<file path="src/common/dma_init_defines.svh">
`ifndef DMA_INIT_DEFINES_SVH
`define DMA_INIT_DEFINES_SVH

// Bus and AXI widths
`define DATA_W     32
`define ADDR_W     32
`define NUM_REGS   32
`define REG_IDX_W  5
`define BUF_IDX_W  5
`define NUM_CMDS   3'd6

// Register indices
// MSB of the CE vector selects index 0
`define REG_LEN      5'd0
`define REG_BUF      5'd1
`define REG_FRAMES   5'd2
`define REG_CMD_IDX  5'd3

// Frame window for each buffer, 4 MiB
`define WINDOW_BYTES 32'h0040_0000

// DMA register map
`define DMA_CTRL_ADDR 32'h7900_000C
`define DMA_CFG0_ADDR 32'h4040_0030
`define DMA_CFG1_ADDR 32'h4040_0034
`define DMA_DEST_ADDR 32'h4040_0048
`define DMA_LEN_ADDR  32'h4040_0058

// Command data
`define DMA_CFG0_DATA 32'h0000_1001
`define DMA_CFG1_DATA 32'h0000_1000
`define DMA_LEN_DATA  32'hFFFF_FFFF
`define DMA_START_BIT 32'h0001_0000

`endif

</file>
<file path="src/common/dma_init_pkg.sv">
`include "dma_init_defines.svh"

package dma_init_pkg;

  typedef logic [`DATA_W-1:0]    data_t;
  typedef logic [`ADDR_W-1:0]    addr_t;
  typedef logic [`REG_IDX_W-1:0] reg_idx_t;
  typedef logic [`BUF_IDX_W-1:0] buf_idx_t;
  typedef logic [2:0]            cmd_idx_t;

  // Processor request after the first register stage
  typedef struct packed {
    logic     sel;
    logic     rwn;
    reg_idx_t idx;
    data_t    wdata;
  } up_req_t;

  // One AXI4-Lite write
  typedef struct packed {
    addr_t addr;
    data_t data;
  } axil_wr_cmd_t;

  typedef enum logic [1:0] {
    SEQ_IDLE,
    SEQ_ISSUE,
    SEQ_WAIT,
    SEQ_DONE
  } seq_state_t;

  typedef enum logic [1:0] {
    WR_IDLE,
    WR_ADDR_DATA,
    WR_RESP
  } wr_state_t;

endpackage

</file>
<file path="src/hw/frame_tracker.sv">
`timescale 1ns/1ns
`include "dma_init_defines.svh"

module frame_tracker #(
  parameter dma_init_pkg::data_t WINDOW_BYTES_P = `WINDOW_BYTES
) (
  input  logic                    M_AXI_ACLK,
  input  logic                    M_AXI_ARESETN,
  input  logic                    irq_dma,
  input  dma_init_pkg::data_t     frame_len,
  input  dma_init_pkg::data_t     buf_table_rd,
  output dma_init_pkg::buf_idx_t  buf_sel,
  output dma_init_pkg::data_t     cur_base,
  output dma_init_pkg::data_t     frame_cnt,
  output dma_init_pkg::data_t     frame_addr,
  output logic                    irq_pulse
);

  logic [1:0]           irq_sync;
  logic [2*`DATA_W-1:0] next_span;
  logic                 window_full;

  ////////////////////////////////////////////////////////////
  // Interrupt synchroniser and edge pulse
  ////////////////////////////////////////////////////////////

  always_ff @(posedge M_AXI_ACLK)
  begin
    if (!M_AXI_ARESETN)
    begin
      irq_sync  <= '0;
      irq_pulse <= 1'b0;
    end
    else
    begin
      irq_sync  <= {irq_sync[0], irq_dma};
      irq_pulse <= irq_sync[0] & ~irq_sync[1];
    end
  end

  // Bytes used once one more frame lands, kept wide against overflow
  assign next_span   = ({{`DATA_W{1'b0}}, frame_cnt} + 1'b1) *
                       {{(`DATA_W-2){1'b0}}, frame_len, 2'b00};
  assign window_full = (next_span >= WINDOW_BYTES_P);

  always_ff @(posedge M_AXI_ACLK)
  begin
    if (!M_AXI_ARESETN)
    begin
      frame_cnt <= '0;
      buf_sel   <= '0;
    end
    else if (irq_pulse)
    begin
      if (window_full)
      begin
        // Window used up, move on to the next buffer
        frame_cnt <= '0;
        buf_sel   <= buf_sel + 1'b1;
      end
      else
        frame_cnt <= frame_cnt + 1'b1;
    end
  end

  always_ff @(posedge M_AXI_ACLK)
  begin
    if (!M_AXI_ARESETN)
      cur_base <= '0;
    else
      cur_base <= buf_table_rd;
  end

  // Destination of the current frame
  assign frame_addr = cur_base + (frame_len << 2) * frame_cnt;

endmodule

</file>
<file path="config.mk">
export PLATFORM = sky130hd
export DESIGN_NAME = frame_tracker
export DESIGN_NICKNAME = d
export VERILOG_FILES = /design/src/common/dma_init_pkg.sv /design/src/hw/frame_tracker.sv
export VERILOG_INCLUDE_DIRS = /design/src /design/src/common
export SDC_FILE = /design/constraint.sdc
export NUM_CORES = 2
export LEC_CHECK = 0
export ABC_AREA = 1
export ABC_CLOCK_PERIOD_IN_PS = 18440
export BUFFER_PORTS_ARGS = -buffer_cell sky130_fd_sc_hd__clkbuf_2
export CAP_MARGIN = 20
export CORE_ASPECT_RATIO = 0.8
export CORE_MARGIN = 1
export CORE_UTILIZATION = 67
export DETAILED_ROUTE_END_ITERATION = 7
export HOLD_SLACK_MARGIN = 0.05
export PLACE_DENSITY = 0.89
export SYNTH_ARGS = -nofsm -noshare
export SYNTH_HDL_FRONTEND = slang
export SYNTH_SLANG_ARGS = --single-unit
</file>
<file path="constraint.sdc">
create_clock -name M_AXI_ACLK -period 18.44 [get_ports M_AXI_ACLK]
set_input_delay 0 -clock M_AXI_ACLK [delete_from_list [all_inputs] [get_ports M_AXI_ACLK]]
set_output_delay 0 -clock M_AXI_ACLK [all_outputs]
set_load 0.02 [all_outputs]
</file>
Yosys cells after proc, flatten, opt, wreduce, memory -nomap -nowiden
Cells that the tools add are included.
{"block": "totals", "register_bits": 72, "out_inout_bits": 102}
{"block": "classes", "addsub": 4, "n_mul": 2, "n_lt_le_gt_ge": 1, "mux": 1, "bitwise_logic": 2, "n_reduce_logical": 1}
{"op": "$ge A64 B23 Y1 const B", "count": 1}
{"op": "$mul A33 B32 Y62", "count": 1}
{"op": "$add A32 B1 Y33 const B", "count": 1}
{"op": "$add A32 B1 Y32 const B", "count": 1}
{"op": "$add A32 B32 Y32", "count": 1}
{"op": "$mul A30 B32 Y30", "count": 1}
{"op": "$mux W32", "count": 1}
{"op": "$add A5 B1 Y5 const B", "count": 1}
{"op": "$reduce_and A2 Y1", "count": 1}
{"op": "$and A1 B1 Y1", "count": 1}
{"op": "$not A1 Y1", "count": 1}

Logic depth before layout (Yosys ltp)
{"block": "logic_depth", "ltp_word": 4, "ltp_mapped": 50, "mapped_depth_nobuf": 48}

Worst setup path before layout
No wires, ideal clock.
{"block": "synth_timing", "path_type": "reg-to-reg", "from": "reg frame_cnt[1]", "to": "reg frame_cnt[10]", "setup_ns": 0.071, "arrival_time_ns": 8.352, "required_ns": 18.369, "setup_slack_ns": 10.017, "stages_incl_launch_ff": 40, "n_path_buf": 3, "synth_period_minus_slack_ns": 8.423, "cell_sequence": "dfxtp_1 -> ha_1 -> nand2_1 -> nor4_1 -> nand3_1 -> inv_1 -> nand2_1 -> nand2_1 -> clkbuf_1 -> buf_1 -> nor2_1 -> fa_1 -> inv_1 -> fa_1 -> fa_1 -> fa_1 -> inv_1 -> fa_1 -> [... 4 more ...] -> inv_1 -> ha_1 -> nand2_1 -> inv_1 -> nand2_1 -> nand2_1 -> a21oi_1 -> nor2_1 -> o21ai_0 -> nand3_1 -> nand2_1 -> nand3_1 -> nor2_1 -> nand4_4 -> nor2_8 -> buf_12 -> nand3_2 -> a21oi_2"}
{"block": "synth_between", "elab_chain_cells": 4}
{"item": "start, declared", "line_no": "frame_tracker.sv:14", "text": "output dma_init_pkg::data_t frame_cnt,"}
{"item": "start signal, assigned", "line_no": "frame_tracker.sv:62", "text": "frame_cnt <= frame_cnt + 1'b1;"}
{"item": "$add A32 B1 Y33", "line_no": "frame_tracker.sv:42", "text": "assign next_span = ({{`DATA_W{1'b0}}, frame_cnt} + 1'b1) *"}
{"item": "$mul A33 B32 Y62", "line_no": "frame_tracker.sv:42"}
{"item": "$ge A64 B23 Y1", "line_no": "frame_tracker.sv:44", "text": "assign window_full = (next_span >= WINDOW_BYTES_P);"}
{"item": "$mux W32 *", "line_no": "frame_tracker.sv:55", "text": "if (window_full)"}
Every way passes the cells marked *; elsewhere a longest branch is shown, timed or not.
A chain may end at the register's enable or synchronous reset.

Final worst setup path
{"block": "layout_timing", "from": "reg frame_cnt[2]", "to": "reg frame_cnt[31]"}
The elaborated chain is that of the path after synthesis.

==> results.toml <==
[setup_path]
end_kind = "register"
reg2reg_from = "frame_cnt[2]"
worstPathRequired_ps = 18720
crit_buf_inv = 4
reg2reg_depth = 36
crit_type = "reg -> reg"
slowest_delay_ps = 1070
crit_fanout = 31
reg2reg_to = "frame_cnt[31]"
start_kind = "register"
timing.critical_path.slowest_stage_cell = "inv_1"
cp_top_family = "adder cells"
ff2ff_setup_slack_ps = 6030
critPathMostFrequentCell = "nand2_1"
critPathArrivalTime_ps = 12690

[finish]
syn2layout_area_growth_pct = 4.48
drive_gt1_share_pct = 6.16
utilization_pct = 70.9
nFillCells = 5768
final_area_mm2 = 0.0559
layout.cells.non_filler = 8018
nets = 8706

[run_status]
status = "complete, but fails checks"
violations = "design-rule violations"

[route]
vias_per_cell = 6.02
drc = 11
ant_nets = 0
avgRoutedWirePerCell_um = 22.8
first_iter_violations = 6995
firstDrtPassIters = 8
wirelength_um = 183000
vias = 48300

[timing]
hold_violations = 0
maxSlewHeadroom_pct = 12.4
fin_crit_sh_pct = 67.3
worst_hold_slack_ps = 345
min_period_ps = 12410
slew_violations = 0
rsz0062_at_grt = "no"
fmax_ghz = 0.0806
worst_slew_pin_slew_ps = 1310
tns_ps = 0
setup_viol = 0
setup_slack_ps = 6030
finalClockSkew_ps = 15.4

[clocking]
post-cts-setup-buffer-count = 0
cts_made_buffers = 9
clk_latency_ps = 370
clkSinkCount = 72
clk_transition_reported_paths_ps = 60
cts_tree = "built"
clockBufferDepth = 2
cts_max_level = 3
cts-root-buf = "clkbuf_16"

[logic_synthesis]
synth_warnings = 0
yosysTopAreaCellShare_pct = 47.8
ys_top_cells_by_count = "inv_1, nand2_1, fa_1, nor2_1, ha_1"
synthFlopType = "dfxtp_1"
syn_inst = 6973
synth_nets = 8705
syn_area_mm2 = 0.0535
synth.distinct_cells = 53
synth_largest_area_cell = "fa_1"
syn_avg_cell_area_um2 = 7.67
synth.yosys.seq_area_share_pct = 2.69
async_flop_share_pct = 0
synth.area.top_cells = "fa_1, inv_1, nand2_1, ha_1, nor2_1"
yosysMostFrequentCell = "inv_1"
synth-seq-cells = 72
synth_edf_count = 0

[floorplan]
rows = 92
top_level_ports = 169
core_area_mm2 = 0.0789
dieArea_mm2 = 0.0810
die_x_um = 318
initial_core_util_pct = 67.9
die_h_um = 255

[min_path]
min_to = "cur_base[6]"
hold_path.class = "in -> reg"
hold_depth = 3
holdCritStartpoint = "M_AXI_ARESETN"

[placement]
dpl.cell_count = 7959
postPlaceCellArea_mm2 = 0.0551
dp_slack_ps = 6890
port_buffers = 168
dp_hpwl_um = 142000
gp_congestion = 1.08

[grt]
met2_usage_pct = 67.1
grt_first_pass_wirelength_um = 285000
grt_antenna_before_repair = 5
grtUsageMet3_pct = 22.2
grt_max_degree = 58
grt_pass1_vias = 51000
grt_use_total_pct = 46.7
use_met1_pct = 58.5
overflow = 0
busiest_layer = "met2"

[flow_run]
cap_violations = 0

[power]
cellPowerDensity_mw_per_mm2 = 11.8
power_mw = 0.658
peakVddDrop_mv = 0.0414
p_leak_nw = 32.1
==> repair_timing <==
item                                    in CTS  in global routing
hold buffers                                33                  0
resized for setup                            0                  0
endpoints found under the setup margin       0                  0
endpoints found under the hold margin       33                  0
==> how the worst max path moves through the flow <==
stage                        from            end  slack, ps  cells past startpoint
finish               frame_cnt[2]  frame_cnt[31]       6030                     36
global route         frame_cnt[2]  frame_cnt[31]       5800                     39
CTS                  frame_cnt[2]  frame_cnt[31]       6660                     39
detailed placement   frame_cnt[2]  frame_cnt[31]       6890                     37
global placement    frame_cnt[12]  frame_cnt[31]       6940                     36
floorplan            frame_cnt[1]  frame_cnt[10]      10020                     39
==> layout make-up <==
type                    count  area (um^2)  share of cell area (%)
clock buffers              11          233                   0.416
repair buffers            299         2030                    3.63
inverters                1825         6860                    12.3
clock inverters             5         81.3                   0.145
well taps                1034         1290                    2.31
flip-flops and latches     72         1440                    2.58
diodes                      5         12.5                  0.0224
multi-input cells        4767        44000                    78.6
==> per-layer routing <==
layer	share of wire, %	wire (um)	vias to the layer above
li1	-	-	19800
met1	34	62100	22900
met2	40	72800	4314
met3	19	34200	1211
met4	7.5	13800	10
met5	0.12	223	-
==> tightest hold or removal path, cell delays in order <==
cell and delay, ps:
clkbuf_2 450, nand2_1 170, inv_1 30
==> cell usage in the layout, fill, tap and decap left out, types with 20 or more instances in the layout <==
| cell | n |
|---|---|
| nand3_2 | 32 |
| xor2_1 | 62 |
| nor2_2 | 27 |
| o21ai_0 | 46 |
| nand3_1 | 119 |
| nand4_1 | 45 |
| or2_2 | 20 |
| buf_4 | 91 |
| dlygate4sd3_1 | 33 |
| nand2_1 | 1708 |
| a21oi_2 | 30 |
| clkbuf_2 | 168 |
| ha_1 | 387 |
| fa_1 | 1278 |
| nor2_1 | 747 |
| dfxtp_1 | 70 |
| inv_1 | 1794 |
| nor3_1 | 20 |
| xnor2_1 | 53 |
| a21oi_1 | 111 |
==> power by group <==
part	total [mW]	leakage (nW)	switching [mW]	internal (mW)
sequential	0.164	0.591	0.00360	0.160
combinational	0.293	31.3	0.217	0.0758
clock	0.201	0.150	0.0823	0.119
total	0.658	32.1	0.303	0.355
==> state kept, by name, summed over array words and instances, names as in the netlist <==
name	count
irq_pulse	1
frame_cnt	32
buf_sel	5
cur_base	32
irq_sync	2
==> kinds of logic (layout without fill, tap and decap cells) <==
kind of cell    after synthesis  after routing  synth area share (%)
compound gates              231            231                  2.59
xor+xnor                    115            115                  1.88
fa+ha+maj                  1665           1665                  56.9
buf+inv                    2134           2140                  15.2
flops                        72             72                  2.69
other cells                   0              5                     0
simple gates               2756           2756                  20.8
No activity file was read; power rests on OpenSTA's default activity.
