==> src/common/dma_init_defines.svh <==
`ifndef DMA_INIT_DEFINES_SVH
`define DMA_INIT_DEFINES_SVH

// Bus and AXI widths
`define DATA_W     32
`define ADDR_W     32
`define NUM_REGS   32
`define REG_IDX_W  5
`define BUF_IDX_W  5
`define NUM_CMDS   3'd6

// Register indices
// MSB of the CE vector selects index 0
`define REG_LEN      5'd0
`define REG_BUF      5'd1
`define REG_FRAMES   5'd2
`define REG_CMD_IDX  5'd3

// Frame window for each buffer, 4 MiB
`define WINDOW_BYTES 32'h0040_0000

// DMA register map
`define DMA_CTRL_ADDR 32'h7900_000C
`define DMA_CFG0_ADDR 32'h4040_0030
`define DMA_CFG1_ADDR 32'h4040_0034
`define DMA_DEST_ADDR 32'h4040_0048
`define DMA_LEN_ADDR  32'h4040_0058

// Command data
`define DMA_CFG0_DATA 32'h0000_1001
`define DMA_CFG1_DATA 32'h0000_1000
`define DMA_LEN_DATA  32'hFFFF_FFFF
`define DMA_START_BIT 32'h0001_0000

`endif

==> src/common/dma_init_pkg.sv <==
`include "dma_init_defines.svh"

package dma_init_pkg;

  typedef logic [`DATA_W-1:0]    data_t;
  typedef logic [`ADDR_W-1:0]    addr_t;
  typedef logic [`REG_IDX_W-1:0] reg_idx_t;
  typedef logic [`BUF_IDX_W-1:0] buf_idx_t;
  typedef logic [2:0]            cmd_idx_t;

  // Processor request after the first register stage
  typedef struct packed {
    logic     sel;
    logic     rwn;
    reg_idx_t idx;
    data_t    wdata;
  } up_req_t;

  // One AXI4-Lite write
  typedef struct packed {
    addr_t addr;
    data_t data;
  } axil_wr_cmd_t;

  typedef enum logic [1:0] {
    SEQ_IDLE,
    SEQ_ISSUE,
    SEQ_WAIT,
    SEQ_DONE
  } seq_state_t;

  typedef enum logic [1:0] {
    WR_IDLE,
    WR_ADDR_DATA,
    WR_RESP
  } wr_state_t;

endpackage

==> src/hw/dma_prog/axil_write_master.sv <==
`timescale 1ns/1ns

module axil_write_master (
  input  logic                        M_AXI_ACLK,
  input  logic                        M_AXI_ARESETN,
  input  dma_init_pkg::axil_wr_cmd_t  cmd,
  input  logic                        cmd_valid,
  output logic                        wr_done,
  output dma_init_pkg::addr_t         m_axi_awaddr,
  output logic                        m_axi_awvalid,
  input  logic                        m_axi_awready,
  output dma_init_pkg::data_t         m_axi_wdata,
  output logic                        m_axi_wvalid,
  input  logic                        m_axi_wready,
  input  logic                        m_axi_bvalid,
  output logic                        m_axi_bready
);

  import dma_init_pkg::*;

  wr_state_t state;
  logic      aw_left;
  logic      w_left;

  // Channel still not accepted after this cycle
  assign aw_left = m_axi_awvalid & ~m_axi_awready;
  assign w_left  = m_axi_wvalid & ~m_axi_wready;

  assign m_axi_bready = (state == WR_RESP);

  always_ff @(posedge M_AXI_ACLK)
  begin
    if (!M_AXI_ARESETN)
    begin
      state         <= WR_IDLE;
      m_axi_awvalid <= 1'b0;
      m_axi_wvalid  <= 1'b0;
      wr_done       <= 1'b0;
    end
    else
    begin
      wr_done <= 1'b0;
      case (state)
        WR_IDLE:
          if (cmd_valid)
          begin
            m_axi_awvalid <= 1'b1;
            m_axi_wvalid  <= 1'b1;
            state         <= WR_ADDR_DATA;
          end
        WR_ADDR_DATA:
        begin
          // AW and W finish on their own
          if (m_axi_awready)
            m_axi_awvalid <= 1'b0;
          if (m_axi_wready)
            m_axi_wvalid <= 1'b0;
          if (!aw_left && !w_left)
            state <= WR_RESP;
        end
        WR_RESP:
          if (m_axi_bvalid)
          begin
            wr_done <= 1'b1;
            state   <= WR_IDLE;
          end
        default: state <= WR_IDLE;
      endcase
    end
  end

  // Command held stable until the next one is taken
  always_ff @(posedge M_AXI_ACLK)
  begin
    if ((state == WR_IDLE) && cmd_valid)
    begin
      m_axi_awaddr <= cmd.addr;
      m_axi_wdata  <= cmd.data;
    end
  end

endmodule

==> config.mk <==
export PLATFORM = sky130hd
export DESIGN_NAME = axil_write_master
export DESIGN_NICKNAME = d
export VERILOG_FILES = /design/src/common/dma_init_pkg.sv /design/src/hw/dma_prog/axil_write_master.sv
export VERILOG_INCLUDE_DIRS = /design/src /design/src/common
export SDC_FILE = /design/constraint.sdc
export NUM_CORES = 1
export LEC_CHECK = 0
export ABC_AREA = 1
export ABC_CLOCK_PERIOD_IN_PS = 7050
export BUFFER_PORTS_ARGS = -buffer_cell sky130_fd_sc_hd__buf_2
export CAP_MARGIN = 15
export CORE_UTILIZATION = 35
export CTS_BUF_LIST = sky130_fd_sc_hd__clkbuf_16
export DETAILED_ROUTE_END_ITERATION = 6
export MAX_ROUTING_LAYER = met4
export PLACE_DENSITY = 0.71
export SYNTH_ARGS = -nofsm -noshare
export SYNTH_HDL_FRONTEND = slang
export SYNTH_SLANG_ARGS = --single-unit
==> constraint.sdc <==
create_clock -name M_AXI_ACLK -period 7.05 [get_ports M_AXI_ACLK]
set_clock_uncertainty 0.05 [all_clocks]
set_input_delay 0.3525 -clock M_AXI_ACLK [delete_from_list [all_inputs] [get_ports M_AXI_ACLK]]
set_output_delay 0.3525 -clock M_AXI_ACLK [all_outputs]
set_load 0.05 [all_outputs]
* Yosys cells after proc, flatten, opt, wreduce, memory -nomap -nowiden
Index checks and enable logic that the tools add are counted.
** Cells by class
- Shifts and indexed selects :: 0
- Eq/ne operators :: 7
- Add/sub/neg operators :: 0
- Multiply operators :: 0
- Bitwise gates (word level) :: 4
- Mux-type cells :: 10
- Order comparisons :: 0
- Reductions and logical operators :: 10
- Div/mod/pow operators :: 0
** Operators with widths (number)
- $ne A2 B2 Y1 const B :: 5
- $reduce_and A3 Y1 :: 3
- $mux W2 :: 3
- $pmux W2 S3 :: 1
- $mux W1 :: 4
- $pmux W1 S2 :: 2
- $and A1 B1 Y1 :: 2
- $eq A2 B1 Y1 const B :: 1
- $eq A2 B2 Y1 const B :: 1
- $logic_and A1 B1 Y1 :: 2
- $logic_not A1 Y1 :: 2
- $logic_not A2 Y1 :: 1
- $not A1 Y1 :: 2
- $reduce_and A2 Y1 :: 1
- $reduce_bool A2 Y1 :: 1
** Storage, ports and cells
- Register bits after elaboration :: 69
- Memory bits (read-only) :: 0
- Memories kept :: 0
- Latch bits :: 0
- Memory bits (writable) :: 0
- Output and inout bits :: 68
- Word-level logic and storage cells :: 37
- Input port bits :: 70

* Depth between registers and ports, before layout
Gate-level depths: netlist (run 1).
- Depth in word-level cells :: 6
- Gate-level depth with buffers :: 6
- Mapped depth without buffers :: 6

* Least setup slack after synthesis (run 1)
No wires, ideal clock.
- Kind :: register -> register
- Start point :: register state[0]
- End point :: register m_axi_awaddr[0], enable pin
- Period minus slack after synthesis :: 2.289 ns
- Library setup time :: 0.418 ns
- Path slack :: 4.761 ns
- Stages on the path, launching flop included :: 4
- Arrival :: 1.821 ns
- Cells stage by stage :: dfxtp_1 nor2_1 nand2_1 inv_1
** Between the ends
- Cells in the longest elaborated chain, start to end :: 2
** Ends and longest elaborated chain
- from (decl) :: line axil_write_master.sv:21 : wr_state_t state;
- from (signal assigned) :: line axil_write_master.sv:35 : state <= WR_IDLE;
- from (signal assigned) :: line axil_write_master.sv:49 : state <= WR_ADDR_DATA;
- from (signal assigned) :: line axil_write_master.sv:59 : state <= WR_RESP;
- $logic_not A2 Y1 :: line axil_write_master.sv:75 : if ((state == WR_IDLE) && cmd_valid)
- $logic_and A1 B1 Y1 :: line axil_write_master.sv:75
- to (signal assigned) :: line axil_write_master.sv:77 : m_axi_awaddr <= cmd.addr;
- to (decl) :: line axil_write_master.sv:9 : output dma_init_pkg::addr_t m_axi_awaddr,
Every way passes these cells.
A chain may end at the register's enable or synchronous reset.

* Final worst setup path (run 1)
- Start point :: register state[1]
- End point :: register m_axi_awaddr[13], enable pin
The elaborated chain is that of the path after synthesis.

==> impl_metrics.py, run 1 <==
metrics = {
    "cells_and_area": {
        "fin_cells": 330,
        "seq_area_sq_um": 2020,
        "synthToLayoutAreaGrowth_pct": 50.8,
        "drive_gt1_frac": 0.606,
        "fin_util": 0.550,
        "nets": 319,
        "multi_input_comb_area_sq_um": 97.6,
        "fill_cells": 500,
        "stdcell_area_sq_um": 3260,
    },
    "clock_network": {
        "cts-root-buf": "clkbuf_16",
        "clock_path_buffers": 2,
        "clk_latency_ns": 0.31,
        "numCtsBuffers": 9,
        "htree_levels": 3,
        "cts_tree": "built",
        "hold_buffers": 0,
        "clk_pin_slew_ns": 0.05,
        "clkSinkCount": 69,
        "postCtsSetupRepairBufs": 0,
        "cts_resized": 0,
    },
    "yosys": {
        "yosys_warnings": 0,
        "syn-num-nets": 170,
        "synth_mux_area_frac": 0,
        "yosys.area_share.simple": 0.0359,
        "synth.ff_latch_count": 69,
        "synth_area_sq_um": 2160,
        "synth_cells": 100,
        "synth_compound_area_frac": 0.00926,
        "synth_cell_types": 12,
        "synthAdderAreaFrac": 0,
        "yosys.area.top_type_share": 0.889,
        "synth-xor-area-share": 0,
        "ys_seq_area_frac": 0.936,
        "synth_top_family_by_area": "simple AND/OR/NAND/NOR gates",
        "syn_avg_cell_area_sq_um": 21.6,
        "yosysTopAreaCell": "edfxtp_1",
        "synth_top_cells_by_area": "edfxtp_1 (89%), dfxtp_1 (4.6%), inv_1 (1.7%)",
    },
    "setup_path": {
        "crit_fanout": 33,
        "cp-endpoint": "m_axi_awaddr[13]",
        "r2r_slack_ns": 5.04,
        "cp-startpoint": "state[1]",
        "crit_slowest_cell": "buf_4",
        "cp-start-kind": "flop",
        "critPathCaptureType": "flop",
        "reg2reg_to": "m_axi_awaddr[13]",
        "crit_type": "flop to flop",
        "r2r_start": "state[1]",
        "rr_worst_depth": 4,
        "arrival_ns": 1.93,
        "cp_cell_sequence": "nor2_1 > nand2_1 > inv_2 > buf_4",
        "max_stage_delay_ns": 0.49,
        "required_ns": 6.97,
    },
    "drt": {
        "vias": 1416,
        "route.detailed.drc": 0,
        "wl_per_cell_um": 12.9,
        "ant_nets": 0,
        "first_iter_violations": 40,
        "wl_um": 4240,
        "post_drt_via_cell_ratio": 4.29,
        "drtPass1Iterations": 2,
    },
    "global_routing": {
        "grt_usage": 0.136,
        "grt_overflow": 0,
        "grt_pass1_vias": 1323,
        "grt_max_degree": 34,
        "grt_pass1_wl_um": 6110,
        "antenna_found_initial": 1,
    },
    "floorplanning": {
        "rows": 28,
        "core_sq_um": 5920,
        "die_h_um": 80.6,
        "die_area_sq_um": 6490,
        "die_w_um": 80.6,
        "initial_utilization": 0.365,
        "io_pins": 138,
    },
    "power": {
        "total_power_mw": 1.11,
        "ir_drop_mv": 0.204,
        "p_leak_nw": 1.45,
        "p_per_area_nw_per_um2": 340,
    },
    "timing": {
        "fin_crit_sh": 0.286,
        "fmax_ghz": 0.497,
        "hold_viol": 0,
        "min_period_ns": 2.01,
        "tns_ns": 0,
        "rsz0062_at_grt": "false",
        "worst-slew-pin-transition_ns": 0.623,
        "setup_viol_count_final": 0,
        "maxSlewHeadroom": 0.584,
        "slew_viol_final": 0,
    },
    "placement": {
        "place_congestion": 0.768,
        "io_buffers": 137,
        "dp_cells": 313,
        "place_area_sq_um": 2950,
        "hpwl_um": 3210,
    },
    "flow_run": {
        "drv_cap": 0,
    },
    "worst_hold_path": {
        "hold_path_class": "primary input to flop",
    },
    "run_status": {
        "status": "complete, no violations",
    },
}
[report_power, final]
part | leakage (nW) | total [mW] | switching, mW | internal [mW]
combinational | 0.641 | 0.163 | 0.128 | 0.0345
sequential | 0.655 | 0.492 | 0.00778 | 0.484
clock | 0.153 | 0.454 | 0.149 | 0.304
[cells by family (layout without fill, tap and decap cells)]
logic type,after synthesis,in the layout
compound gates,4,4
flops,69,69
other cells,0,1
buf+inv,11,165
simple gates,16,16
[final cells by class]
type,count,share of cell area
sequential,69,0.621
antenna,1,0.000768
clock inverter,7,0.0253
clock buffer,9,0.0691
timing repair buffer,138,0.213
tap,75,0.0288
multi-input combinational,20,0.0300
inverter,11,0.0127
[synthesized netlist by cell type (all sizes together)]
master and instances:
a21oi 2, dfxtp 5, edfxtp 64, inv 11, nand2 8, nand3 3
nand4 1, nor2 3, nor4 1, o21ai 2
[worst min-delay path by stage]
stage | slack, ns | cells past startpoint | startpoint | to
2_1_floorplan | 0.40 | 2 | M_AXI_ARESETN | m_axi_awvalid
3_3_place_gp | 0.44 | 1 | state[0] | wr_done
3_5_place_dp | 0.44 | 1 | state[0] | wr_done
4_1_cts | 0.15 | 1 | cmd[58] | m_axi_awaddr[26]
5_1_grt | 0.14 | 1 | cmd[52] | m_axi_awaddr[20]
6_report | 0.16 | 1 | cmd[46] | m_axi_awaddr[14]
[critical path, delay by kind of cell (launching register included)]
kind                   cells  cell delay (ns)
buffers and inverters      2             0.97
DFF                        1             0.35
and+or+nand+nor            2             0.28
[layout by cell type (no fill, tap or decap)]
cell          n
nand2_1       8
diode_2       1
nand3_1       3
nand4_1       1
inv_1        11
nor2_2        1
buf_2       137
o21ai_0       2
clkinv_1      2
buf_4         1
dfxtp_1       5
nor2_1        2
a21oi_1       2
inv_2         2
clkbuf_16     9
clkinvlp_4    1
edfxtp_1     64
bufinv_16     2
nor4_2        1
[metrics by stage]
| step | hold slack, ns | setup slack [ns] |
|---|---|---|
| 6_report | 0.161 | 5.04 |
| 3_5_place_dp | 0.442 | 5.00 |
| 5_1_grt | 0.145 | 4.86 |
| 2_1_floorplan | 0.400 | 4.76 |
| 3_3_place_gp | 0.436 | 5.08 |
| 4_1_cts | 0.152 | 4.99 |
[flip-flops by register name, indices dropped and copies added (netlist names)]
name,cells
m_axi_wvalid,1
m_axi_wdata,32
m_axi_awaddr,32
state,2
wr_done,1
m_axi_awvalid,1
[routing by layer]
layer	up-vias	wire length, um	track usage
met1	651	1690	0.157
met4	0	92	0.0857
met2	84	1970	0.197
li1	670	-	-
met3	11	493	0.0534
met5	-	0	-
No activity file was read; power rests on OpenSTA's default activity.
==> inputs of run 2 (changes only) <==
ABC_AREA = 0   (was 1)
ABC_CLOCK_PERIOD_IN_PS = 1700   (was 7050)
PLACE_DENSITY = 0.74   (was 0.71)
clock period = 1.7 ns   (was 7.05 ns; I/O delays follow)
==> run 2 against run 1 <==
Net effect: cell count up 17%; highest routed layer unchanged; combinational power increased to 5.3 times the previous value; register-to-register slack lost 4.7 ns; via count is 17% higher.
==> impl_metrics.py, run 2 <==
metrics = {
    "power": {
        "p_clk_frac": 0.348,
        "p_comb_frac": 0.192,
        "ir_drop_mv": 0.979,
        "total_power_mw": 4.47,
        "p_seq_frac": 0.459,
        "swShare": 0.275,
        "p_leak_nw": 1.68,
        "p_switching_mw": 1.23,
        "internal_power_mw": 3.24,
        "p_per_area_nw_per_um2": 1150,
    },
    "clock_network": {
        "clk_latency_ns": 0.31,
        "postCtsSetupRepairBufs": 0,
        "numCtsBuffers": 9,
        "htree_levels": 3,
        "cts_tree": "built",
        "clock_path_buffers": 2,
        "cts_resized": 0,
        "clkSinkCount": 69,
        "clk_pin_slew_ns": 0.05,
        "cts-root-buf": "clkbuf_16",
    },
    "floorplanning": {
        "rows": 28,
        "core_sq_um": 5920,
        "die_h_um": 80.3,
        "die_w_um": 80.3,
        "die_area_sq_um": 6440,
        "io_pins": 138,
        "initial_utilization": 0.362,
    },
    "global_routing": {
        "grt_pass1_vias": 1719,
        "antenna_found_initial": 0,
        "grt_pass1_wl_um": 7800,
        "grt_overflow": 0,
        "grt_max_degree": 26,
        "grt_usage": 0.175,
    },
    "timing": {
        "fmax_ghz": 0.711,
        "setup_viol_count_final": 0,
        "hold_viol": 0,
        "slew_viol_final": 0,
        "fin_crit_sh": 0.827,
        "min_period_ns": 1.41,
        "tns_ns": 0,
        "rsz0062_at_grt": "false",
        "fin_ws_ns": 0.294,
        "worst-slew-pin-transition_ns": 0.274,
        "maxSlewHeadroom": 0.817,
    },
    "cells_and_area": {
        "drive_gt1_frac": 0.492,
        "diodes": 0,
        "final_cell_mix": "buf_2 (137), dlygate4sd3_1 (67), edfxtp_1 (64)",
        "synthToLayoutAreaGrowth_pct": 81.4,
        "largestRegisters": "m_axi_awaddr x32, m_axi_wdata x32, state x2",
        "fill_cells": 428,
        "fin_util": 0.657,
        "fin_cells": 386,
        "mostFrequentLayoutCell": "buf_2",
        "nets": 376,
    },
    "setup_path": {
        "path_buf_inv": 1,
        "cp_cell_sequence": "nor2b_2 > and2_4 > buf_12",
        "crit_slowest_cell": "and2_4",
        "crit_fanout": 25,
        "max_stage_delay_ns": 0.34,
        "critPathCaptureType": "flop",
        "r2r_slack_ns": 0.29,
        "crit_family": "simple AND/OR/NAND/NOR gates",
        "arrival_ns": 1.37,
        "required_ns": 1.67,
        "crit_type": "flop to flop",
        "cp-start-kind": "flop",
    },
    "drt": {
        "drtPass1Iterations": 4,
        "route.detailed.drc": 0,
        "wl_per_cell_um": 13.6,
        "first_iter_violations": 62,
        "vias": 1660,
        "ant_nets": 0,
        "post_drt_via_cell_ratio": 4.30,
        "wl_um": 5250,
    },
    "placement": {
        "io_buffers": 137,
        "dp_cells": 303,
        "place_ws_ns": 0.291,
        "hpwl_um": 3180,
        "place_congestion": 0.748,
    },
    "yosys": {
        "synthArstFlopShare": 0,
        "synth_common_cells": "edfxtp_1 (64), dfxtp_1 (5), inv_1 (3), o21ai_0 (3)",
        "synth_cells": 89,
        "yosys_warnings": 0,
        "ys_seq_area_frac": 0.943,
        "yosys.area.top_type_share": 0.897,
        "synth.ff_latch_count": 69,
        "syn_avg_cell_area_sq_um": 24.1,
        "yosysTopAreaCell": "edfxtp_1",
        "synth_edf_count": 64,
        "syn-num-nets": 159,
        "synth_cell_types": 15,
        "synth_area_sq_um": 2140,
        "synth_top_cells_by_area": "edfxtp_1 (90%), dfxtp_1 (4.7%), nor2b_2 (0.82%)",
        "synth_flop_cell": "edfxtp_1",
        "synth_most_common_cell": "edfxtp_1",
    },
    "flow_run": {
        "drv_cap": 0,
    },
    "worst_hold_path": {
        "hold_path_class": "primary input to flop",
    },
    "run_status": {
        "status": "complete, no violations",
    },
}
[run 2: cell count changes in the layout (fill, tap and decap cells not counted), sizes merged, moves of 2 or more]
cell	change
dlygate4sd3	+67
inv	-7
nand2	-7
nand3	-3
a211oi	+2
a21oi	-2
and2	+2
bufinv	-2
clkinv	+2
nor2b	+2
[run 2: metal layers]
| metal | vias up | track usage | part of all wire |
|---|---|---|---|
| met5 | - | - | 0 |
| met4 | 0 | 0.0839 | 0.012 |
| met3 | 6 | 0.0466 | 0.067 |
| met2 | 87 | 0.298 | 0.52 |
| met1 | 783 | 0.191 | 0.40 |
| li1 | 784 | - | - |
[run 2: worst paths after layout]
path	to	cells after the start	start
worst min-delay path	state[1]	3	M_AXI_ARESETN
worst min register to register	m_axi_awvalid	2	m_axi_awvalid
worst max register to register	m_axi_awaddr[11]	3	state[1]
worst max-delay path	m_axi_awaddr[11]	3	state[1]
[run 2: worst register-to-register path, cell delays in order (launching register included)]
cell	delay, ns
dfxtp_1	0.33
nor2b_2	0.16
and2_4	0.34
buf_12	0.22
[run 2: cells by family after synthesis]
kind of cell,Yosys count,synth area share
flops,69,0.943
simple gates,10,0.0304
buf+inv,3,0.00525
compound gates,7,0.0210
[run 2: power groups by stage]
stage / registers (mW) / logic (mW) / clock network [mW]
global placement: 2.08 / 0.731 / 0
CTS: 2.05 / 0.859 / 1.59
global route: 2.06 / 0.904 / 1.68
finish: 2.05 / 0.860 / 1.56
floorplan: 2.52 / 0.0766 / 0
detailed placement: 2.09 / 0.741 / 0
[run 2: area by class of cell]
cell class                 count  area (sq um)  area share
inverter                       3          11.3     0.00290
clock inverter                 7          28.8     0.00740
timing repair buffer         206          1400       0.359
tap                           75          93.8      0.0241
multi-input combinational     17           110      0.0283
clock buffer                   9           225      0.0579
sequential                    69          2020       0.520
[run 2: metrics by stage]
| stage | area [sq um] | hold slack [ns] |
|---|---|---|
| 6_report | 3890 | 0.0226 |
| 5_1_grt | 3890 | 0.0378 |
| 4_1_cts | 3890 | 0.0193 |
| 3_5_place_dp | 2960 | 0.213 |
| 3_3_place_gp | 2960 | 0.211 |
| 2_1_floorplan | 2140 | 0.129 |
[run 2: timing repair]
item / CTS / global route
setup endpoints to repair: 0 / 0
hold buffers: 67 / 0
endpoints found under the hold margin: 68 / 0
