## src/common/dma_init_defines.svh

```systemverilog
`ifndef DMA_INIT_DEFINES_SVH
`define DMA_INIT_DEFINES_SVH

// Bus and AXI widths
`define DATA_W     32
`define ADDR_W     32
`define NUM_REGS   32
`define REG_IDX_W  5
`define BUF_IDX_W  5
`define NUM_CMDS   3'd6

// Register indices
// MSB of the CE vector selects index 0
`define REG_LEN      5'd0
`define REG_BUF      5'd1
`define REG_FRAMES   5'd2
`define REG_CMD_IDX  5'd3

// Frame window for each buffer, 4 MiB
`define WINDOW_BYTES 32'h0040_0000

// DMA register map
`define DMA_CTRL_ADDR 32'h7900_000C
`define DMA_CFG0_ADDR 32'h4040_0030
`define DMA_CFG1_ADDR 32'h4040_0034
`define DMA_DEST_ADDR 32'h4040_0048
`define DMA_LEN_ADDR  32'h4040_0058

// Command data
`define DMA_CFG0_DATA 32'h0000_1001
`define DMA_CFG1_DATA 32'h0000_1000
`define DMA_LEN_DATA  32'hFFFF_FFFF
`define DMA_START_BIT 32'h0001_0000

`endif

```

## src/common/dma_init_pkg.sv

```systemverilog
`include "dma_init_defines.svh"

package dma_init_pkg;

  typedef logic [`DATA_W-1:0]    data_t;
  typedef logic [`ADDR_W-1:0]    addr_t;
  typedef logic [`REG_IDX_W-1:0] reg_idx_t;
  typedef logic [`BUF_IDX_W-1:0] buf_idx_t;
  typedef logic [2:0]            cmd_idx_t;

  // Processor request after the first register stage
  typedef struct packed {
    logic     sel;
    logic     rwn;
    reg_idx_t idx;
    data_t    wdata;
  } up_req_t;

  // One AXI4-Lite write
  typedef struct packed {
    addr_t addr;
    data_t data;
  } axil_wr_cmd_t;

  typedef enum logic [1:0] {
    SEQ_IDLE,
    SEQ_ISSUE,
    SEQ_WAIT,
    SEQ_DONE
  } seq_state_t;

  typedef enum logic [1:0] {
    WR_IDLE,
    WR_ADDR_DATA,
    WR_RESP
  } wr_state_t;

endpackage

```

## src/hw/dma_prog/dma_cmd_seq.sv

```systemverilog
`timescale 1ns/1ns
`include "dma_init_defines.svh"

module dma_cmd_seq (
  input  logic                        M_AXI_ACLK,
  input  logic                        M_AXI_ARESETN,
  input  dma_init_pkg::data_t         frame_len,
  input  dma_init_pkg::data_t         cur_base,
  input  dma_init_pkg::data_t         frame_addr,
  input  logic                        irq_pulse,
  output dma_init_pkg::axil_wr_cmd_t  cmd,
  output logic                        cmd_valid,
  input  logic                        wr_done,
  output dma_init_pkg::cmd_idx_t      cmd_idx
);

  import dma_init_pkg::*;

  seq_state_t   state;
  logic         irq_pend;
  logic         armed;
  cmd_idx_t     next_idx;
  axil_wr_cmd_t next_cmd;

  // Length must be nonzero and even, and a buffer must be present
  assign armed    = (frame_len != '0) && !frame_len[0] && (cur_base != '0);
  assign next_idx = cmd_idx + 1'b1;

  ////////////////////////////////////////////////////////////
  // Command table
  ////////////////////////////////////////////////////////////

  always_comb
  begin
    next_cmd = '0;
    case (next_idx)
      3'd1: next_cmd = '{addr: `DMA_CTRL_ADDR, data: '0};
      3'd2: next_cmd = '{addr: `DMA_CFG0_ADDR, data: `DMA_CFG0_DATA};
      3'd3: next_cmd = '{addr: `DMA_CFG1_ADDR, data: `DMA_CFG1_DATA};
      3'd4: next_cmd = '{addr: `DMA_DEST_ADDR, data: frame_addr};
      3'd5: next_cmd = '{addr: `DMA_LEN_ADDR, data: `DMA_LEN_DATA};
      // Start bit plus length in 64-bit beats minus one
      3'd6: next_cmd = '{addr: `DMA_CTRL_ADDR,
                         data: (frame_len >> 1) - 1'b1 + `DMA_START_BIT};
      default: next_cmd = '0;
    endcase
  end

  always_ff @(posedge M_AXI_ACLK)
  begin
    if (state == SEQ_ISSUE)
      cmd <= next_cmd;
  end

  ////////////////////////////////////////////////////////////
  // Sequencer FSM
  ////////////////////////////////////////////////////////////

  always_ff @(posedge M_AXI_ACLK)
  begin
    if (!M_AXI_ARESETN)
    begin
      state     <= SEQ_IDLE;
      cmd_idx   <= '0;
      cmd_valid <= 1'b0;
      irq_pend  <= 1'b0;
    end
    else
    begin
      cmd_valid <= 1'b0;
      case (state)
        SEQ_IDLE:
          if (armed)
            state <= SEQ_ISSUE;
        SEQ_ISSUE:
        begin
          cmd_idx   <= next_idx;
          cmd_valid <= 1'b1;
          state     <= SEQ_WAIT;
        end
        SEQ_WAIT:
          if (wr_done)
            state <= (cmd_idx == `NUM_CMDS) ? SEQ_DONE : SEQ_ISSUE;
        SEQ_DONE:
          if (irq_pulse || irq_pend)
          begin
            cmd_idx  <= '0;
            irq_pend <= 1'b0;
            state    <= SEQ_IDLE;
          end
        default: state <= SEQ_IDLE;
      endcase
      // Interrupt mid-sequence waits for the current run to finish
      if (irq_pulse && ((state == SEQ_ISSUE) || (state == SEQ_WAIT)))
        irq_pend <= 1'b1;
    end
  end

endmodule

```

## config.mk

```make
export PLATFORM = sky130hd
export DESIGN_NAME = dma_cmd_seq
export DESIGN_NICKNAME = d
export VERILOG_FILES = /design/src/common/dma_init_pkg.sv /design/src/hw/dma_prog/dma_cmd_seq.sv
export VERILOG_INCLUDE_DIRS = /design/src /design/src/common
export SDC_FILE = /design/constraint.sdc
export NUM_CORES = 1
export LEC_CHECK = 0
export BUFFER_PORTS_ARGS = -buffer_cell sky130_fd_sc_hd__buf_2
export CELL_PAD_IN_SITES_DETAIL_PLACEMENT = 1
export CELL_PAD_IN_SITES_GLOBAL_PLACEMENT = 1
export CORE_MARGIN = 1.5
export CORE_UTILIZATION = 35
export DETAILED_ROUTE_END_ITERATION = 7
export PLACE_DENSITY = 0.95
export REMOVE_ABC_BUFFERS = 1
export SLEW_MARGIN = 20
export SYNTH_ARGS = -nofsm -noshare
export SYNTH_HDL_FRONTEND = slang
export SYNTH_SLANG_ARGS = --single-unit
```

## constraint.sdc

```tcl
create_clock -name M_AXI_ACLK -period 6.7 [get_ports M_AXI_ACLK]
set_clock_uncertainty 0.15 [all_clocks]
set_input_delay 0.67 -clock M_AXI_ACLK [delete_from_list [all_inputs] [get_ports M_AXI_ACLK]]
set_output_delay 0.67 -clock M_AXI_ACLK [all_outputs]
set_load 0.005 [all_outputs]
```

**After elaboration in Yosys (flattened, before gate mapping)**

Index checks and enable logic that the tools add are counted.

- Register bits: 71
- Word-level logic and storage cells: 49
- Output and inout port bits: 68

- Muxes and demuxes: 12
- $add $sub $neg: 3
- Equal/unequal tests: 13
- Reductions and logical operators: 15

Operator list:

| operator | number |
|---|---|
| case mux 63 bit (6 select lines) | 1 |
| nonzero test 32 bit | 2 |
| adder 32 x 17 -> 32 bit, second input constant | 1 |
| subtractor 31 x 1 -> 32 bit, second input constant | 1 |
| equality test 3 bit, second input constant | 4 |
| two-way mux 2 bit | 4 |
| case mux 2 bit (4 select lines) | 1 |
| equality test 3 x 2 -> 1 bit, second input constant | 2 |
| != test 2 bit, second input constant | 3 |
| case mux 3 bit (2 select lines) | 1 |
| nonzero test 2 bit | 3 |
| equality test 2 bit, second input constant | 2 |
| two-way mux 1 bit | 4 |
| AND reduction 2 bit | 2 |
| adder 3 x 1 -> 3 bit, second input constant | 1 |
| equality test 3 x 1 -> 1 bit, second input constant | 1 |
| logical AND 1 bit | 3 |
| two-way mux 3 bit | 1 |
| AND reduction 3 bit | 1 |
| equality test 2 x 1 -> 1 bit, second input constant | 1 |
| zero test 2 bit | 1 |
| logical OR 1 bit | 2 |
| zero test 1 bit | 1 |

**Depth between registers and ports, before layout**

Gate-level depths: netlist (run 1).

- Word-level depth: 5
- Mapped depth: 7

**Least setup slack after synthesis (run 1)**

Ideal clock, no wire load.

- Path type: in2reg
- From: in frame_len[14]
- To: reg cmd[20] (netlist name) (data pin)
- Setup slack: 4.138 ns
- Setup time: 0.264 ns
- Required time: 6.286 ns
- Stages on the path: 7
- Arrival: 2.148 ns
- Path through: or4_4 or3_1 buf_6 buf_8 o21ai_1 xor2_1 o21ai_1

RTL lines:

| what | line | text |
|---|---|---|
| start, declared | dma_cmd_seq.sv:7 | `input dma_init_pkg::data_t frame_len,` |
| end signal, assigned | dma_cmd_seq.sv:52 | `cmd <= next_cmd;` |
| end, declared | dma_cmd_seq.sv:11 | `output dma_init_pkg::axil_wr_cmd_t cmd,` |

==> metrics.md, run 1 <==
| Metric | Value |
|---|---|
| Total CTS buffers | 5 |
| CTS tree | yes |
| DRT Pass-1 Iters | 6 |
| Post-DP HPWL | 7070 µm |
| Mapped cell area | 3090 µm² |
| Diode count | 0 |
| CP arrival | 2570 ps |
| LEAKAGE | 1.65 nW |
| Hold-fix buffers at CTS | 0 |
| Die area | 9400 µm² |
| Number of flops mapped to enable cells by yosys | 40 |
| Largest net degree at the start of global routing | 46 |
| Cells after Synth | 312 |
| CTS clk-pin slew, worst paths | 90 ps |
| Crit path largest cell delay | 640 ps |
| Initial Utilization | 35.8% |
| Hold endpoint | irq_pend |
| Post-cts sizing count | 0 |
| Die Y-Extent | 97.0 µm |
| CP max-delay cell | or3_1 |
| Routability congestion estimate from global placement | 0.880 |
| Tcrit/Tclk final | 40.3% |
| Crit path max fanout | 17 |
| Num rows | 34 |
| Final slew viol count | 0 |
| Worst Setup Path Type | primary input to register |
| Worst skew pair latency | 290 ps |
| Routed Antenna Nets | 0 |
| Max_cap viols | 0 |
| H-tree levels | 2 |
| Number of buffers added on ports | 146 |
| Worst path cell trace | buf_2 -> or4_4 -> or3_1 -> o2111ai_1 -> xor2_1 -> o21ai_0 |
| Global-route wire length before repair | 14600 µm |
| Remaining DRCs | 0 |
| Via density | 5.22 |
| Fin. Hold Viols | 0 |
| Total Neg Setup Slack | 0 ps |
| P&R area growth vs syn | 26.5% |
| Clock buffer depth | 2 |
| DR vias | 2891 |
| Placed cell area | 3780 µm² |
| All-Layer GR Usage | 18.8% |
| Syn. warnings | 0 |
| Power per Cell Area | 259 nW/µm² |
| Worst Hold Class | register to register |
| R2r setup slk | 4180 ps |
| Startpoint Class | primary input |
| Max_slew headroom | 29.2% |
| Register area share after synthesis | 43.4% |
| Hold path startpoint | irq_pend |
| Vias in the first global route | 2972 |
| Die span in x | 97.0 µm |
| Worst Setup End Kind | register |
| GRT overflow | 0 |
| Top_reg_cell synth | edfxtp_1 |
| Mean Syn Cell Area | 9.91 µm² |
| Final nets | 556 |
| Library cells used by synthesis | 48 |
| Max Clk Rate | 0.370 GHz |
| Antenna violations before repair | 0 |
| Core Region | 8640 µm² |
| WL final | 9010 µm |
| Design area | 3910 µm² |
| Crit path launch | frame_len[14] |
| Unrepaired setup endpoints after global routing | false |
| Post-synth ARST share | 0% |
| DR iter-0 viols | 87 |
| DR WL/cell | 16.3 µm |
| Share of layout cells above drive strength 1 | 38.3% |
| Buffer count from post-CTS setup fixing | 0 |
| Peak VDD IR | 0.101 mV |
| Critical Path RT | 6560 ps |
| Synthesis-stage register bit count | 47 |
| R2r worst-path depth | 5 |
| Final setup fails | 0 |
| # IOs | 168 |
| CTS root buf | clkbuf_8 |
| Capture point of the worst reg-to-reg path | cmd[62] |
| R2R Path Start | cmd_idx[1] |
| Status | complete, no violations |
| Clk sink count | 47 |
| WHS Path Cells | 2 |
| Final min period | 2700 ps |
| Slew @ Worst Pin | 1060 ps |
-- cell type report --
type / count / area, µm²
fill: 1043 / 4730
multi-input combinational: 237 / 1540
sequential: 47 / 1340
timing repair buffer: 146 / 731
tap: 108 / 135
clock buffer: 6 / 72.6
clock inverter: 2 / 60.1
inverter: 8 / 30.0
-- state kept, by name, summed over array words and instances (netlist names) --
name / flops
state: 2
cmd_valid: 1
cmd: 40
cmd_idx: 3
irq_pend: 1
-- where the power goes --
| part | switching (W) | internal (W) | leakage, nW |
|---|---|---|---|
| clock network | 0.0000986 | 0.000149 | 0.0654 |
| logic | 0.000174 | 0.000129 | 1.15 |
| registers | 0.0000337 | 0.000428 | 0.436 |
-- critical path: cells and delay by family --
| kind | cells | cell delay [ps] |
|---|---|---|
| AO/OA/AOI/OAI | 2 | 440 |
| XOR/XNOR | 1 | 160 |
| buffers and inverters | 1 | 110 |
| AND/OR/NAND/NOR | 2 | 1170 |
-- cells in the mapped netlist, drive strengths merged, types with 2 or more instances --
library cell  number  area (µm²)
a21boi             2        15.0
a21oi             33         165
and2               6        37.5
and3               3        18.8
and4               3        26.3
buf               27         211
clkbuf            13        48.8
dfxtp              7         140
edfxtp            40        1200
ha                11         138
inv                8        30.0
nand2              7        26.3
nand3              5        25.0
nand4              3        18.8
nand4b             2        17.5
nor2              14        52.6
nor2b              3        18.8
nor3               9        56.3
nor4              14        93.8
o2111ai            3        26.3
o211ai             7        72.6
o21ai             40         208
o21bai             2        15.0
or2                4        25.0
or3                2        12.5
xnor2             10        87.6
xor2              21         184
-- routing by layer --
layer / wire length (µm) / track usage [%]
met1: 3500 / 21.0
met3: 536 / 3.40
met4: 109 / 4.35
met5: 0 / 0
met2: 4860 / 36.6
-- stage by stage --
step	hold slack [ps]	power, W	cells	setup WS (ps)	util [%]
CTS	427	0.00103	554	3990	45.3
global route	466	0.00107	554	3880	45.3
floorplan	351	0.000609	292	4000	-
finish	418	0.00101	554	4000	45.3
detailed placement	401	0.000777	546	3660	43.7
global placement	362	0.000752	546	3750	43.7
-- cell usage in the layout, fill, tap and decap left out, types with 2 or more instances in the layout --
cell type  Yosys  routed
and2_2         0       2
and3_1         3       3
and4_1         3       3
and2_1         6       4
or2_2          4       4
nand2_1        7       7
nand3_1        5       5
nor2_1        14      14
xor2_1        21      21
buf_2          1     146
o21bai_1       2       2
dfxtp_1        7       7
inv_1          8       8
bufinv_16      0       2
o21ai_0       30      30
ha_1          11      10
conb_1         1      21
nor2b_1        3       3
a21oi_1       33      33
nor3_1         8       8
xnor2_1       10      10
nand4_1        3       3
nor4_1        13      13
o21ai_2        2       2
clkbuf_8       0       5
edfxtp_1      40      40
o211ai_2       4       4
a21boi_0       2       2
o2111ai_1      3       3
o211ai_1       3       3
nand4b_1       2       2
o21ai_1        8       8
or3_1          2       2
-- worst max-delay path by stage --
stage	slack, ps	cells after the start	endpoint
after CTS	3990	6	cmd[26]
after floorplan	4000	5	cmd[26]
after detailed placement	3660	6	cmd[26]
after global placement	3750	6	cmd[26]
final	4000	6	cmd[28]
after global routing	3880	6	cmd[26]
-- logic make-up (layout without fill, tap and decap cells) --
| kind of cell | count (synthesis) | count (layout) | synth area share, % |
|---|---|---|---|
| flip-flops | 47 | 47 | 43.4 |
| AND/OR/NAND/NOR | 78 | 78 | 14.8 |
| AO/OA/AOI/OAI | 96 | 96 | 19.1 |
| buffers and inverters | 48 | 162 | 9.39 |
| adder cells (fa/ha/maj) | 11 | 11 | 4.45 |
| other | 1 | 21 | 0.121 |
| XOR/XNOR | 31 | 31 | 8.79 |
Power figures use the tool's default switching activity.
==> run 2, diff against run 1 <==
CORE_UTILIZATION = 33   (was 35)
PLACE_DENSITY = 0.91   (was 0.95)
clock period = 2.5 ns   (was 6.7 ns; I/O delays follow)
==> metrics.md, run 2 (synthesis gave the netlist of run 1 again) <==
| Metric | Value |
|---|---|
| Initial Utilization | 33.8% (-2.0 points) |
| DR iter-0 viols | 60 (-31%) |
| DR WL/cell | 16.1 µm (-0.84%) |
| Min Hold Slack | 82.2 ps (-336 ps) |
| Routed Antenna Nets | 0 (unchanged) |
| All-Layer GR Usage | 18.0% (-0.76 points) |
| Via density | 5.13 (-1.7%) |
| Metal3 WL | 543 µm (+1.3%) |
| Final design utilization | 43.3% (-2.0 points) |
| Final setup fails | 0 (unchanged) |
| Commonest non-fill, non-tap cell in the layout | buf_2 |
| Worst skew pair latency | 290 ps (about the same) |
| Worst Setup End Kind | register |
| Total Neg Setup Slack | 0 ps (unchanged) |
| CTS clk-pin slew, worst paths | 90 ps (about the same) |
| Post-DP HPWL | 7300 µm (+3.3%) |
| CP arrival | 2230 ps (-340 ps) |
| DRT Pass-1 Iters | 4 (-2) |
| Power per Cell Area | 632 nW/µm² (+140%) |
| Final nets | 565 (+1.6%) |
| Largest net degree at the start of global routing | 33 (-28%) |
| Antenna violations before repair | 0 (unchanged) |
| Die area | 9960 µm² (+5.9%) |
| Status | complete, no violations |
| Worst Setup Path Type | register to register |
| Max_cap viols | 0 (unchanged) |
| Critical Path RT | 2440 ps (-4120 ps) |
| P&R area growth vs syn | 28.2% |
| Routability congestion estimate from global placement | 0.820 (-6.9%) |
| Crit path largest cell delay | 460 ps (-180 ps) |
| Clk sink count | 47 (unchanged) |
| # IOs | 168 (unchanged) |
| Biggest regs | cmd (40), cmd_idx (3), state (2) |
| Clock buffer depth | 2 (unchanged) |
| Peak VDD IR | 0.221 mV (+120%) |
| Final slew viol count | 0 (unchanged) |
| Remaining DRCs | 0 (unchanged) |
| CP top delay family | flip-flops |
| Non-Filler Instances | 566 (+2.2%) |
| DR vias | 2903 (+0.42%) |
| Hold-fix buffers at CTS | 0 (unchanged) |
| Most frequent cells in the layout | buf_2 (146), edfxtp_1 (40), a21oi_1 (33) |
| Largest reg by FF count | cmd |
| Startpoint Class | register |
| WL final | 9130 µm (+1.3%) |
| Worst path cell trace | ha_1 -> xor2_2 -> and2_2 -> buf_4 -> a21oi_1 -> o21ai_0 |
| Num rows | 35 (+2.9%) |
| Worst Path Buf+Inv | 1 (unchanged) |
| CTS tree | yes |
| Tcrit/Tclk final | 91.7% |
| LEAKAGE | 1.68 nW (+2.0%) |
| Wl on met1 | 3420 µm (-2.2%) |
| GRT overflow | 0 (unchanged) |
| Crit path max fanout | 25 (+8) |
| Cells after DPL | 558 (+2.2%) |
| Diode count | 0 (unchanged) |
| Fin. Hold Viols | 0 (unchanged) |
| Vias in the first global route | 3018 (+1.5%) |
| Number of buffers added on ports | 146 (unchanged) |
| Max Clk Rate | 0.436 GHz |
| Total CTS buffers | 5 (unchanged) |
| Worst Hold Class | primary input to register |
| Die span in x | 99.8 µm (+2.9%) |
| CP max-delay cell | dfxtp_1 |
| Final min period | 2290 ps |
| Met2 wire len | 5020 µm (+3.2%) |
| Share of layout cells above drive strength 1 | 39.6% (+1.2 points) |
| Global-route wire length before repair | 14100 µm (-3.5%) |
| H-tree levels | 2 (unchanged) |
| Core Region | 9150 µm² (+6.0%) |
| Max reg flops | 40 (unchanged) |
| DR top layer | met4 |
| Die Y-Extent | 99.8 µm (+2.9%) |
| Unrepaired setup endpoints after global routing | false |
| CTS root buf | clkbuf_8 |
-- run 2: cell count changes in the layout (fill, tap and decap cells not counted), sizes merged --
cell	delta
clkbuf	+1
clkinv	+1
buf	+9
bufinv	-2
-- run 2: final cells by class --
cell class | count | area (µm²)
fill | 1103 | 5190
multi-input combinational | 237 | 1550
sequential | 47 | 1340
timing repair buffer | 155 | 823
tap | 111 | 139
clock buffer | 7 | 76.3
inverter | 8 | 30.0
clock inverter | 1 | 5.00
-- run 2: worst register-to-register path, delay by kind of cell, from the launching register on --
family | cells | cell delay, ps
DFF | 1 | 460
adders and majority gates | 1 | 330
and+or+nand+nor | 1 | 320
buffers and inverters | 1 | 310
xor gates and xnor gates | 1 | 270
AOI/OAI and AO/OA | 2 | 250
-- run 2: timing repair --
action | in CTS | in global routing
endpoints found under the setup margin | 0 | 20
gates resized for setup | 0 | 3
setup buffers | 0 | 0
-- run 2: where the power goes --
part           switching (W)  internal [W]
clock               0.000247      0.000197
combinational       0.000473      0.000360
sequential         0.0000858       0.00114
total               0.000805       0.00170
-- run 2: routing by layer --
| layer | track usage (%) | vias to the layer above |
|---|---|---|
| met5 | 0 | - |
| met4 | 5.09 | 0 |
| met3 | 3.62 | 13 |
| met2 | 37.1 | 121 |
| met1 | 18.0 | 1382 |
| li1 | - | 1387 |
-- run 2: path summary, 6_finish.rpt --
path | startpoint | end | slack (ps) | cells after the start
hold reg to reg | irq_pend | irq_pend | 420 | 2
setup / recovery | cmd_idx[1] | cmd[4] | 210 | 6
hold / removal | frame_addr[1] | cmd[1] | 80 | 2
setup reg to reg | cmd_idx[1] | cmd[4] | 210 | 6
-- run 2: metrics by stage --
| stage | setup WS (ps) | cell area [µm²] | total power [W] |
|---|---|---|---|
| floorplan | 152 | 2910 | 0.00163 |
| global placement | 192 | 3870 | 0.00203 |
| detailed placement | 101 | 3870 | 0.00208 |
| CTS | 23.3 | 3950 | 0.00253 |
| global route | 47.8 | 3960 | 0.00267 |
| finish | 208 | 3960 | 0.00250 |
